File: config.mk
export PLATFORM = sky130hd
export DESIGN_NAME = ocx_tlx_axi_bridge
export DESIGN_NICKNAME = d
export VERILOG_FILES = /design/src/axi_pkg.sv /design/src/ocx_pkg.sv /design/src/outstanding_id_table.sv /design/src/axi_write_channels.sv /design/src/axi_read_channels.sv /design/src/ocx_tlx_axi_bridge.sv
export VERILOG_INCLUDE_DIRS = /design/src /design/src/include
export SDC_FILE = /design/constraint.sdc
export NUM_CORES = 1
export LEC_CHECK = 0
export BUFFER_PORTS_ARGS = -buffer_cell sky130_fd_sc_hd__buf_4
export CAP_MARGIN = 25
export CELL_PAD_IN_SITES_DETAIL_PLACEMENT = 2
export CELL_PAD_IN_SITES_GLOBAL_PLACEMENT = 2
export CORE_MARGIN = 8
export CORE_UTILIZATION = 38
export CTS_BUF_LIST = sky130_fd_sc_hd__clkbuf_2
export DETAILED_ROUTE_END_ITERATION = 6
export GPL_ROUTABILITY_DRIVEN = 1
export HOLD_SLACK_MARGIN = 0.02
export PLACE_DENSITY = 0.94
export SETUP_SLACK_MARGIN = 0.1
export SYNTH_ARGS = -nofsm -noshare
export SYNTH_HDL_FRONTEND = slang
export SYNTH_SLANG_ARGS = --single-unit
File: constraint.sdc
create_clock -name s0_axi_aclk -period 5 [get_ports s0_axi_aclk]
set_clock_uncertainty 0.05 [all_clocks]
set_input_delay 1 -clock s0_axi_aclk [delete_from_list [all_inputs] [get_ports s0_axi_aclk]]
set_output_delay 1 -clock s0_axi_aclk [all_outputs]
set_load 0.1 [all_outputs]
File: src/include/bridge_config.svh
`ifndef BRIDGE_CONFIG_SVH
`define BRIDGE_CONFIG_SVH

// AXI ID space with one busy flag per ID
`define BRIDGE_ID_WIDTH 4
`define BRIDGE_ID_COUNT 16

// Byte address, same on both sides
`define BRIDGE_ADDR_WIDTH 64

// Beat and word widths
`define BRIDGE_AXI_DATA_WIDTH 32
`define BRIDGE_OC_DATA_WIDTH 64

// AXI length field holds beats minus one
`define BRIDGE_LEN_WIDTH 8

// Two beats at most
`define BRIDGE_MAX_LEN 1

`endif

File: src/axi_pkg.sv
`include "bridge_config.svh"

package axi_pkg;

   // Transaction ID, also used unchanged on the OpenCAPI side
   typedef logic [`BRIDGE_ID_WIDTH-1:0] axi_id_t;

   // Byte address
   typedef logic [`BRIDGE_ADDR_WIDTH-1:0] axi_addr_t;

   // Beats minus one
   typedef logic [`BRIDGE_LEN_WIDTH-1:0] axi_len_t;

   // One AXI data beat
   typedef logic [`BRIDGE_AXI_DATA_WIDTH-1:0] axi_data_t;

   // OKAY, EXOKAY, SLVERR, DECERR
   typedef logic [1:0] axi_resp_t;

endpackage

File: src/ocx_pkg.sv
`include "bridge_config.svh"

package ocx_pkg;

   // AXI beats per OpenCAPI word
   localparam int OC_BEATS = `BRIDGE_OC_DATA_WIDTH / `BRIDGE_AXI_DATA_WIDTH;

   // One OpenCAPI word, seen whole or as two AXI beats
   // Upper beat sits in bits 63 to 32
   // A one-beat transfer only uses beat 0
   // A two-beat transfer sends beat 1 first
   typedef union packed {
      logic [`BRIDGE_OC_DATA_WIDTH-1:0]  word;
      axi_pkg::axi_data_t [OC_BEATS-1:0] beat;
   } oc_data_t;

endpackage

File: src/outstanding_id_table.sv
`timescale 1ns/1ps

`include "bridge_config.svh"

module outstanding_id_table (
   input  logic              s0_axi_aclk,
   input  logic              rst_n,
   // Write side
   input  axi_pkg::axi_id_t  wr_query_id,
   output logic              wr_busy,
   input  logic              wr_set,
   input  logic              wr_clear,
   input  axi_pkg::axi_id_t  wr_set_id,
   input  axi_pkg::axi_id_t  wr_clear_id,
   // Read side
   input  axi_pkg::axi_id_t  rd_query_id,
   output logic              rd_busy,
   input  logic              rd_set,
   input  logic              rd_clear,
   input  axi_pkg::axi_id_t  rd_set_id,
   input  axi_pkg::axi_id_t  rd_clear_id,
   input  axi_pkg::axi_len_t rd_set_len,
   input  axi_pkg::axi_id_t  rd_len_id,
   output axi_pkg::axi_len_t rd_len
);
   import axi_pkg::*;

   logic [`BRIDGE_ID_COUNT-1:0] wr_busy_q;
   logic [`BRIDGE_ID_COUNT-1:0] rd_busy_q;
   axi_len_t                    rd_len_q [`BRIDGE_ID_COUNT];

   // Lookups for the channel blocks
   assign wr_busy = wr_busy_q[wr_query_id];
   assign rd_busy = rd_busy_q[rd_query_id];
   assign rd_len  = rd_len_q[rd_len_id];

   // Busy flags, set on command accept and cleared on the last AXI handshake
   always_ff @(posedge s0_axi_aclk or negedge rst_n) begin
      if (!rst_n) begin
         wr_busy_q <= '0;
         rd_busy_q <= '0;
      end else begin
         if (wr_clear) begin
            wr_busy_q[wr_clear_id] <= 1'b0;
         end
         if (wr_set) begin
            wr_busy_q[wr_set_id] <= 1'b1;
         end
         if (rd_clear) begin
            rd_busy_q[rd_clear_id] <= 1'b0;
         end
         if (rd_set) begin
            rd_busy_q[rd_set_id] <= 1'b1;
         end
      end
   end

   // Length of each open read, tells the R path how many beats to send
   always_ff @(posedge s0_axi_aclk) begin
      if (rd_set) begin
         rd_len_q[rd_set_id] <= rd_set_len;
      end
   end

endmodule

File: src/axi_write_channels.sv
`timescale 1ns/1ps

module axi_write_channels (
   input  logic               s0_axi_aclk,
   input  logic               rst_n,
   // AW
   input  axi_pkg::axi_id_t   s0_axi_awid,
   input  axi_pkg::axi_addr_t s0_axi_awaddr,
   input  axi_pkg::axi_len_t  s0_axi_awlen,
   input  logic               s0_axi_awvalid,
   output logic               s0_axi_awready,
   // W
   input  axi_pkg::axi_data_t s0_axi_wdata,
   input  logic               s0_axi_wlast,
   input  logic               s0_axi_wvalid,
   output logic               s0_axi_wready,
   // B
   output axi_pkg::axi_id_t   s0_axi_bid,
   output axi_pkg::axi_resp_t s0_axi_bresp,
   output logic               s0_axi_bvalid,
   input  logic               s0_axi_bready,
   // OpenCAPI write command
   output logic               oc_write_command_valid,
   output axi_pkg::axi_id_t   oc_write_command_id,
   output axi_pkg::axi_addr_t oc_write_command_address,
   output axi_pkg::axi_len_t  oc_write_command_length,
   output ocx_pkg::oc_data_t  oc_write_command_data,
   input  logic               oc_write_command_ready,
   // OpenCAPI write response
   input  logic               oc_trans_bvalid,
   input  axi_pkg::axi_id_t   oc_trans_bid,
   input  axi_pkg::axi_resp_t oc_trans_bresp,
   output logic               oc_trans_bready,
   // Outstanding table
   input  logic               wr_busy,
   output logic               wr_set,
   output axi_pkg::axi_id_t   wr_set_id,
   output logic               wr_clear,
   output axi_pkg::axi_id_t   wr_clear_id
);
   logic idle;
   logic w_hs;
   logic b_load;
   logic beat_q;
   logic half;

   // The three phase flags double as the FSM state, all low means idle
   assign idle   = !s0_axi_awready && !s0_axi_wready && !oc_write_command_valid;
   assign w_hs   = s0_axi_wvalid && s0_axi_wready;
   assign b_load = oc_trans_bvalid && oc_trans_bready;

   // Second beat always lands in half 0
   assign half = oc_write_command_length[0] && !beat_q;

   assign wr_set      = oc_write_command_valid && oc_write_command_ready;
   assign wr_set_id   = oc_write_command_id;
   assign wr_clear    = s0_axi_bvalid && s0_axi_bready;
   assign wr_clear_id = s0_axi_bid;

   // Address and data phases, then the command
   always_ff @(posedge s0_axi_aclk or negedge rst_n) begin
      if (!rst_n) begin
         s0_axi_awready         <= 1'b0;
         s0_axi_wready          <= 1'b0;
         oc_write_command_valid <= 1'b0;
         beat_q                 <= 1'b0;
      end else begin
         // One-cycle pulse; awvalid is stable so this is the handshake
         s0_axi_awready <= idle && s0_axi_awvalid && !wr_busy;

         if (s0_axi_awready) begin
            s0_axi_wready <= 1'b1;
         end else if (w_hs && s0_axi_wlast) begin
            s0_axi_wready <= 1'b0;
         end

         if (w_hs && s0_axi_wlast) begin
            oc_write_command_valid <= 1'b1;
         end else if (wr_set) begin
            oc_write_command_valid <= 1'b0;
         end

         if (s0_axi_awready) begin
            beat_q <= 1'b0;
         end else if (w_hs) begin
            beat_q <= 1'b1;
         end
      end
   end

   // Command fields double as the latched AW fields
   always_ff @(posedge s0_axi_aclk) begin
      if (s0_axi_awready) begin
         oc_write_command_id        <= s0_axi_awid;
         oc_write_command_address   <= s0_axi_awaddr;
         oc_write_command_length    <= s0_axi_awlen;
         oc_write_command_data.word <= '0;
      end
      if (w_hs) begin
         oc_write_command_data.beat[half] <= s0_axi_wdata;
      end
   end

   // One-entry response register, OpenCAPI side is held off while it is full
   always_ff @(posedge s0_axi_aclk or negedge rst_n) begin
      if (!rst_n) begin
         s0_axi_bvalid   <= 1'b0;
         oc_trans_bready <= 1'b0;
      end else if (b_load) begin
         s0_axi_bvalid   <= 1'b1;
         oc_trans_bready <= 1'b0;
      end else if (!s0_axi_bvalid || s0_axi_bready) begin
         s0_axi_bvalid   <= 1'b0;
         oc_trans_bready <= 1'b1;
      end
   end

   always_ff @(posedge s0_axi_aclk) begin
      if (b_load) begin
         s0_axi_bid   <= oc_trans_bid;
         s0_axi_bresp <= oc_trans_bresp;
      end
   end

endmodule

File: src/axi_read_channels.sv
`timescale 1ns/1ps

module axi_read_channels (
   input  logic               s0_axi_aclk,
   input  logic               rst_n,
   // AR
   input  axi_pkg::axi_id_t   s0_axi_arid,
   input  axi_pkg::axi_addr_t s0_axi_araddr,
   input  axi_pkg::axi_len_t  s0_axi_arlen,
   input  logic               s0_axi_arvalid,
   output logic               s0_axi_arready,
   // R
   output axi_pkg::axi_id_t   s0_axi_rid,
   output axi_pkg::axi_data_t s0_axi_rdata,
   output axi_pkg::axi_resp_t s0_axi_rresp,
   output logic               s0_axi_rlast,
   output logic               s0_axi_rvalid,
   input  logic               s0_axi_rready,
   // OpenCAPI read command
   output logic               oc_read_command_valid,
   output axi_pkg::axi_id_t   oc_read_command_id,
   output axi_pkg::axi_addr_t oc_read_command_address,
   output axi_pkg::axi_len_t  oc_read_command_length,
   input  logic               oc_read_command_ready,
   // OpenCAPI read data
   input  logic               oc_trans_rvalid,
   input  axi_pkg::axi_id_t   oc_trans_rid,
   input  ocx_pkg::oc_data_t  oc_trans_rdata,
   input  axi_pkg::axi_resp_t oc_trans_rresp,
   output logic               oc_trans_rready,
   // Outstanding table
   input  logic               rd_busy,
   output logic               rd_set,
   output axi_pkg::axi_id_t   rd_set_id,
   output axi_pkg::axi_len_t  rd_set_len,
   output logic               rd_clear,
   output axi_pkg::axi_id_t   rd_clear_id,
   output axi_pkg::axi_id_t   rd_len_id,
   input  axi_pkg::axi_len_t  rd_len
);
   import axi_pkg::*;

   logic      idle;
   logic      r_load;
   logic      r_hs;
   axi_data_t second_beat_q;

   assign idle   = !s0_axi_arready && !oc_read_command_valid;
   assign r_load = oc_trans_rvalid && oc_trans_rready;
   assign r_hs   = s0_axi_rvalid && s0_axi_rready;

   assign rd_set      = oc_read_command_valid && oc_read_command_ready;
   assign rd_set_id   = oc_read_command_id;
   assign rd_set_len  = oc_read_command_length;
   assign rd_clear    = r_hs && s0_axi_rlast;
   assign rd_clear_id = s0_axi_rid;

   // Length lookup for the word arriving now
   assign rd_len_id = oc_trans_rid;

   // AR acceptance and the read command
   always_ff @(posedge s0_axi_aclk or negedge rst_n) begin
      if (!rst_n) begin
         s0_axi_arready        <= 1'b0;
         oc_read_command_valid <= 1'b0;
      end else begin
         s0_axi_arready <= idle && s0_axi_arvalid && !rd_busy;

         if (s0_axi_arready) begin
            oc_read_command_valid <= 1'b1;
         end else if (rd_set) begin
            oc_read_command_valid <= 1'b0;
         end
      end
   end

   always_ff @(posedge s0_axi_aclk) begin
      if (s0_axi_arready) begin
         oc_read_command_id      <= s0_axi_arid;
         oc_read_command_address <= s0_axi_araddr;
         oc_read_command_length  <= s0_axi_arlen;
      end
   end

   // R beats out of one held word
   // rlast is known at load time from the stored length
   always_ff @(posedge s0_axi_aclk or negedge rst_n) begin
      if (!rst_n) begin
         s0_axi_rvalid   <= 1'b0;
         s0_axi_rlast    <= 1'b0;
         oc_trans_rready <= 1'b0;
      end else if (r_load) begin
         s0_axi_rvalid   <= 1'b1;
         s0_axi_rlast    <= (rd_len == '0);
         oc_trans_rready <= 1'b0;
      end else if (r_hs && !s0_axi_rlast) begin
         s0_axi_rlast <= 1'b1;
      end else if (!s0_axi_rvalid || s0_axi_rready) begin
         s0_axi_rvalid   <= 1'b0;
         oc_trans_rready <= 1'b1;
      end
   end

   // Two-beat reads send beat 1 first, one-beat reads only beat 0
   always_ff @(posedge s0_axi_aclk) begin
      if (r_load) begin
         s0_axi_rid    <= oc_trans_rid;
         s0_axi_rresp  <= oc_trans_rresp;
         s0_axi_rdata  <= oc_trans_rdata.beat[rd_len[0]];
         second_beat_q <= oc_trans_rdata.beat[0];
      end else if (r_hs && !s0_axi_rlast) begin
         s0_axi_rdata <= second_beat_q;
      end
   end

endmodule

File: src/ocx_tlx_axi_bridge.sv
`timescale 1ns/1ps

module ocx_tlx_axi_bridge (
   input  logic               s0_axi_aclk,
   input  logic               rst_n,
   // AXI write
   input  axi_pkg::axi_id_t   s0_axi_awid,
   input  axi_pkg::axi_addr_t s0_axi_awaddr,
   input  axi_pkg::axi_len_t  s0_axi_awlen,
   input  logic               s0_axi_awvalid,
   output logic               s0_axi_awready,
   input  axi_pkg::axi_data_t s0_axi_wdata,
   input  logic               s0_axi_wlast,
   input  logic               s0_axi_wvalid,
   output logic               s0_axi_wready,
   output axi_pkg::axi_id_t   s0_axi_bid,
   output axi_pkg::axi_resp_t s0_axi_bresp,
   output logic               s0_axi_bvalid,
   input  logic               s0_axi_bready,
   // AXI read
   input  axi_pkg::axi_id_t   s0_axi_arid,
   input  axi_pkg::axi_addr_t s0_axi_araddr,
   input  axi_pkg::axi_len_t  s0_axi_arlen,
   input  logic               s0_axi_arvalid,
   output logic               s0_axi_arready,
   output axi_pkg::axi_id_t   s0_axi_rid,
   output axi_pkg::axi_data_t s0_axi_rdata,
   output axi_pkg::axi_resp_t s0_axi_rresp,
   output logic               s0_axi_rlast,
   output logic               s0_axi_rvalid,
   input  logic               s0_axi_rready,
   // OpenCAPI write command and response
   output logic               oc_write_command_valid,
   output axi_pkg::axi_id_t   oc_write_command_id,
   output axi_pkg::axi_addr_t oc_write_command_address,
   output axi_pkg::axi_len_t  oc_write_command_length,
   output ocx_pkg::oc_data_t  oc_write_command_data,
   input  logic               oc_write_command_ready,
   input  logic               oc_trans_bvalid,
   input  axi_pkg::axi_id_t   oc_trans_bid,
   input  axi_pkg::axi_resp_t oc_trans_bresp,
   output logic               oc_trans_bready,
   // OpenCAPI read command and data
   output logic               oc_read_command_valid,
   output axi_pkg::axi_id_t   oc_read_command_id,
   output axi_pkg::axi_addr_t oc_read_command_address,
   output axi_pkg::axi_len_t  oc_read_command_length,
   input  logic               oc_read_command_ready,
   input  logic               oc_trans_rvalid,
   input  axi_pkg::axi_id_t   oc_trans_rid,
   input  ocx_pkg::oc_data_t  oc_trans_rdata,
   input  axi_pkg::axi_resp_t oc_trans_rresp,
   output logic               oc_trans_rready
);
   import axi_pkg::*;

   // Table hookup
   logic     wr_busy;
   logic     wr_set;
   logic     wr_clear;
   axi_id_t  wr_set_id;
   axi_id_t  wr_clear_id;
   logic     rd_busy;
   logic     rd_set;
   logic     rd_clear;
   axi_id_t  rd_set_id;
   axi_id_t  rd_clear_id;
   axi_id_t  rd_len_id;
   axi_len_t rd_set_len;
   axi_len_t rd_len;

   // Busy flags are queried with the IDs waiting on AW and AR
   outstanding_id_table u_id_table (
      .s0_axi_aclk (s0_axi_aclk),
      .rst_n       (rst_n),
      .wr_query_id (s0_axi_awid),
      .wr_busy     (wr_busy),
      .wr_set      (wr_set),
      .wr_clear    (wr_clear),
      .wr_set_id   (wr_set_id),
      .wr_clear_id (wr_clear_id),
      .rd_query_id (s0_axi_arid),
      .rd_busy     (rd_busy),
      .rd_set      (rd_set),
      .rd_clear    (rd_clear),
      .rd_set_id   (rd_set_id),
      .rd_clear_id (rd_clear_id),
      .rd_set_len  (rd_set_len),
      .rd_len_id   (rd_len_id),
      .rd_len      (rd_len)
   );

   // Port names match the top level one to one
   axi_write_channels u_write (.*);

   axi_read_channels u_read (.*);

endmodule

; Yosys cells after proc, flatten, opt, wreduce, memory -nomap -nowiden
; Memory sizes are Yosys's and may differ from the RTL's.
; Index checks and enable logic that the tools add are counted.
[op_classes]
add_sub_neg = 0
n_mul = 0
div = 0
magnitude_cmp = 13
eq_ne = 1
n_shift = 0
muxes = 47
n_bitwise = 6
reduce_logical = 45
[ops]
columns = operator, count
row1 = 32-bit 2-to-1 mux, 5
row2 = 64-bit 2-to-1 mux, 2
row3 = 64-bit bitwise mux, 1
row4 = 16-bit 2-to-1 mux, 4
row5 = 16-bit bitwise AND, 2
row6 = 32-bit demux with 1-bit select, 1
row7 = 16-bit NOT, 2
row8 = 16-bit OR, 2
row9 = 4-bit by 5-bit < comparator with 1-bit output (second input constant), 6
row10 = 1-bit 2-to-1 mux, 28
row11 = 1-bit logical AND, 23
row12 = 1-bit demux with 4-bit select, 4
row13 = 4-bit by 1-bit >= comparator with 1-bit output (second input constant), 4
row14 = 2-bit nonzero test, 7
row15 = 1-bit zero test, 11
row16 = 1-bit binary-select mux with 4-bit select, 2
row17 = 8-bit zero test, 1
row18 = 1-bit by 2-bit < comparator with 1-bit output (second input constant), 2
row19 = 1-bit logical OR, 2
row20 = 2-bit by 1-bit != test with 1-bit output (second input constant), 1
row21 = 2-bit AND reduction, 1
row22 = 1-bit >= comparator (second input constant), 1
[totals]
regBits = 335
latchBits = 0
ram_bits = 128
romBits = 0
in_bits = 272
out_inout_bits = 270
memories = 1
[memory_table]
columns = memory, words, width, rd, rd_clocked_by_memory_dff, write_ports, line_no
row1 = u_id_table.rd_len_q, 16, 8, 1, 0, 1, outstanding_id_table.sv:30  ; axi_len_t rd_len_q [`BRIDGE_ID_COUNT];

; Depth between registers and ports, before layout
[depth]
depth_word = 9
depth_mapped = 8

; By module
; Synthesis repeated with hierarchy kept, for this count alone.
[hier_totals]
hier_cells = 1013
hier_area_um2 = 17241.5
[modules_own_cells]
columns = module, n_inst, cells_per_inst, area_per_inst_um2
row1 = outstanding_id_table, 1, 361, 6532.5
row2 = axi_read_channels, 1, 296, 5490.3
row3 = axi_write_channels, 1, 356, 5218.8

; Worst setup path before layout
; Ideal clock, no wire load.
[synth_timing]
kind = register to register
startpoint = reg u_read.s0_axi_rvalid
endpoint = reg u_read.s0_axi_rdata[0], enable pin
setup_time_ns = 0.466
t_arrival_ns = 3.360
path_slack_ns = 1.125
stages_incl_launch_ff = 3
synth_period_minus_slack_ns = 3.875
path_cell_list = dfrtp_1 -> nand2_1 -> o21ai_0
[synth_between]
elab_chain_len = 3
[synth_rtl]
columns = element, line_no
row1 = "start, declared", axi_read_channels.sv:17  ; output logic s0_axi_rvalid,
row2 = "start signal, assigned", axi_read_channels.sv:89  ; s0_axi_rvalid <= 1'b0;
row3 = "start signal, assigned", axi_read_channels.sv:93  ; s0_axi_rvalid <= 1'b1;
row4 = "start signal, assigned", axi_read_channels.sv:99  ; s0_axi_rvalid <= 1'b0;
row5 = 1-bit logical AND, axi_read_channels.sv:50  ; assign r_hs = s0_axi_rvalid && s0_axi_rready;
row6 = 1-bit logical AND, axi_read_channels.sv:111  ; end else if (r_hs && !s0_axi_rlast) begin
row7 = 2-bit nonzero test (no line), -
row8 = "end signal, assigned", axi_read_channels.sv:109  ; s0_axi_rdata <= oc_trans_rdata.beat[rd_len[0]];
row9 = "end signal, assigned", axi_read_channels.sv:112  ; s0_axi_rdata <= second_beat_q;
row10 = "end, declared", axi_read_channels.sv:14  ; output axi_pkg::axi_data_t s0_axi_rdata,
; Every way passes these cells.
; A chain may end at the register's enable or synchronous reset.

; Worst setup path in the final report
[layout_timing]
startpoint = reg u_read.oc_read_command_length[5]
endpoint = out oc_read_command_length[5]
[layout_rtl]
columns = element, line_no
row1 = "start, declared", axi_read_channels.sv:23  ; output axi_pkg::axi_len_t oc_read_command_length,
row2 = "start signal, assigned", axi_read_channels.sv:81  ; oc_read_command_length <= s0_axi_arlen;
row3 = "end, declared", ocx_tlx_axi_bridge.sv:47  ; output axi_pkg::axi_len_t oc_read_command_length,
; No word-level cell between the ends.

==> results.yml <==
status:
  outcome: "finished, final reports clean"
global_route:
  grt_pass1_vias: 16300
  grt_max_degree: 75
  antenna_found_initial: 11
  gr-usage-all-layers_pct: 38.4
  grt_pass1_wl_um: 135000
  grt-ovfl-total: 0
setup_path:
  cp.arrival_ps: 2520
  r2r_slack_ps: 1980
  slowest_stage: "edfxtp_1"
  cp.required_ps: 3950
  worst-path-buf-inv: 1
  critPathTopFamily: "flip-flops"
  critical_path.cell_chain: "buf_4"
  critPathLaunchType: "flip-flop"
  worstPathMaxFanout: 17
  critPathMaxStageDelay_ps: 950
  crit_path_end_kind: "output pin"
  worstSetupPathType: "flip-flop to output pin"
placement:
  pre_cts_ws_ps: 1580
  hpwl_um: 52200
  io_buffers: 541
  routabilityCongestion: 0.840
cts:
  cts_root_buffer: "clkbuf_2"
  cts_buffers: 119
  post_cts_buffers: 0
  clockBufferDepth: 3
  insertion_delay_ps: 1200
  cts_tree: "built"
  clock_sinks: 463
  clk_pin_slew_ps: 140
  cts_max_level: 3
route:
  ant_nets: 0
  drcViolationCount: 0
  drt_iter0_markers: 1419
  wl_per_cell_um: 38.8
  drtPass1Iterations: 5
  drt-vias-per-instance: 5.66
  vias: 14400
  drt_wl_total_um: 98800
timing:
  setup_viol: 0
  finalHoldViolCount: 0
  post-route-period-util_pct: 71.4
  fmax_ghz: 0.280
  slew_headroom_pct: 27.2
  rsz0062_at_grt: "no"
  tightest_slew_ps: 1090
  fin_tns_setup_ps: 0
  fin_ws_ps: 1430
  slew_violations: 0
  period_minus_slack_ps: 3570
floorplanning:
  core_region_area_mm2: 0.0428
  die_y_um: 223
  rows: 76
  start_util_pct: 38.2
  dieArea_mm2: 0.0499
  ios: 542
  fp.dieW_um: 223
finish:
  mostFrequentLayoutCells: "buf_4 (552), edfxtp_1 (356), dlygate4sd3_1 (227), clkbuf_2 (199), o21ai_0 (156)"
  nNetsFinal: 2158
  utilization_pct: 57.3
  drive_above_1_share_pct: 39.7
  synthToLayoutAreaGrowth_pct: 50.0
  layout_commonest_cell: "buf_4"
yosys:
  synth-seq-cells: 463
  synth_cell_types: 39
  synth_ff_type: "edfxtp_1"
  syn_inst: 1019
  async_flop_share_pct: 9.29
  avgSynthCellArea_um2: 16.0
  yosysWarnings: 0
  synth_seq_area_share_pct: 79.9
  synth-edff-count: 356
  netlist_area_mm2: 0.0163
  synth_nets: 1291
run:
  cap_viol_max_count: 0
power_and_ir_drop:
  p_leak_uw: 0.00994
  finalPower_uw: 17000
  vdd_drop_max_mv: 0.635
  powerDensity_mw_per_mm2: 694
hold_path:
  hold_class: "input port to flip-flop"
-- per-stage QoR --
stage,area [µm²],hold WS (ps),cells
floorplan,16300,395,1019
global placement,21000,410,2082
detailed placement,21100,420,2083
CTS,24400,25.4,2530
global route,24500,37.4,2542
finish,24500,112,2543
-- cell type report --
| cell class | count | area (µm²) |
|---|---|---|
| Inverter | 6 | 22.5 |
| Clock buffer | 199 | 996 |
| Tap cell | 546 | 683 |
| Timing Repair Buffer | 781 | 6440 |
| Clock inverter | 22 | 114 |
| Antenna cell | 11 | 27.5 |
| Fill cell | 3885 | 18300 |
| Sequential cell | 463 | 13100 |
| Multi-Input combinational cell | 515 | 3160 |
-- cell families after synthesis --
logic type,share of synthesized area (%)
flops,79.9
mux,4.56
buf+inv,1.07
simple gates,8.65
compound gates,5.85
-- timing repair --
action | 4_1_cts | 5_1_grt
endpoints found under the hold margin | 285 | 1
gates resized for setup | 0 | 0
hold buffers | 226 | 1
-- synthesized netlist by cell type (all sizes together), types with 2 or more instances --
library cell / number / area (µm²)
inv: 6 / 22.5
o21ai: 157 / 786
nor2b: 2 / 12.5
dfxtp: 64 / 1280
or2: 4 / 25.0
edfxtp: 356 / 10700
mux2i: 34 / 340
nor3: 5 / 25.0
nand2b: 80 / 500
mux4: 18 / 405
a311oi: 2 / 17.5
or3: 3 / 18.8
a21oi: 7 / 38.8
nand4: 4 / 25.0
nand4b: 2 / 17.5
nor3b: 3 / 22.5
a21o: 3 / 22.5
or4: 8 / 60.1
a31oi: 6 / 37.5
a211oi: 2 / 20.0
clkbuf: 29 / 109
buf: 6 / 43.8
nand3b: 2 / 15.0
nor4: 17 / 106
nand2: 117 / 439
o41ai: 2 / 17.5
dfrtp: 43 / 1080
nor2: 29 / 109
nand3: 3 / 15.0
-- path summary, 6_finish.rpt --
check,from,end,depth (start not counted)
worst max-delay path,u_read.oc_read_command_length[5],oc_read_command_length[5],1
worst min-delay path,s0_axi_wdata[25],u_write.oc_write_command_data[57],3
worst max register to register,u_id_table.rd_len_q[0][0],u_read.s0_axi_rdata[1],7
worst min register to register,u_write.oc_write_command_data[44],u_write.oc_write_command_data[44],2
max in group asynchronous,rst_n,u_write.s0_axi_awready,2
min in group asynchronous,rst_n,u_write.beat_q,2
-- flip-flops by register name, summed over array words and instances, names as in the netlist, 2 cells and up --
name / count
u_id_table.rd_len_q: 128
u_read.oc_read_command_address: 64
u_write.oc_write_command_address: 64
u_write.oc_write_command_data: 64
u_read.s0_axi_rdata: 32
u_read.second_beat_q: 32
u_id_table.rd_busy_q: 16
u_id_table.wr_busy_q: 16
u_read.oc_read_command_length: 8
u_write.oc_write_command_length: 8
u_read.oc_read_command_id: 4
u_read.rd_clear_id: 4
u_write.oc_write_command_id: 4
u_write.s0_axi_bid: 4
u_read.s0_axi_rresp: 2
u_write.s0_axi_bresp: 2
-- worst register-to-register path, cell delays in order, from the launching register on --
cell and delay, ps:
edfxtp_1 490, mux4_2 480, nor2b_1 170, a211oi_2 380, a21oi_4 50, buf_4 320
mux2i_1 300, o21ai_0 600
-- power by group --
part | internal [µW] | switching (µW)
Combinational | 1410 | 6300
Clock | 1080 | 2100
Sequential | 5220 | 895
-- routing by layer --
metal | GRT usage (%) | routed length, µm | up-vias
met4 | 23.0 | 7060 | 2
met1 | 37.8 | 32300 | 7388
li1 | - | - | 5623
met5 | 0 | 10 | -
met2 | 70.4 | 51700 | 1024
met3 | 11.2 | 7650 | 346
No activity file was read; power rests on OpenSTA's default activity.
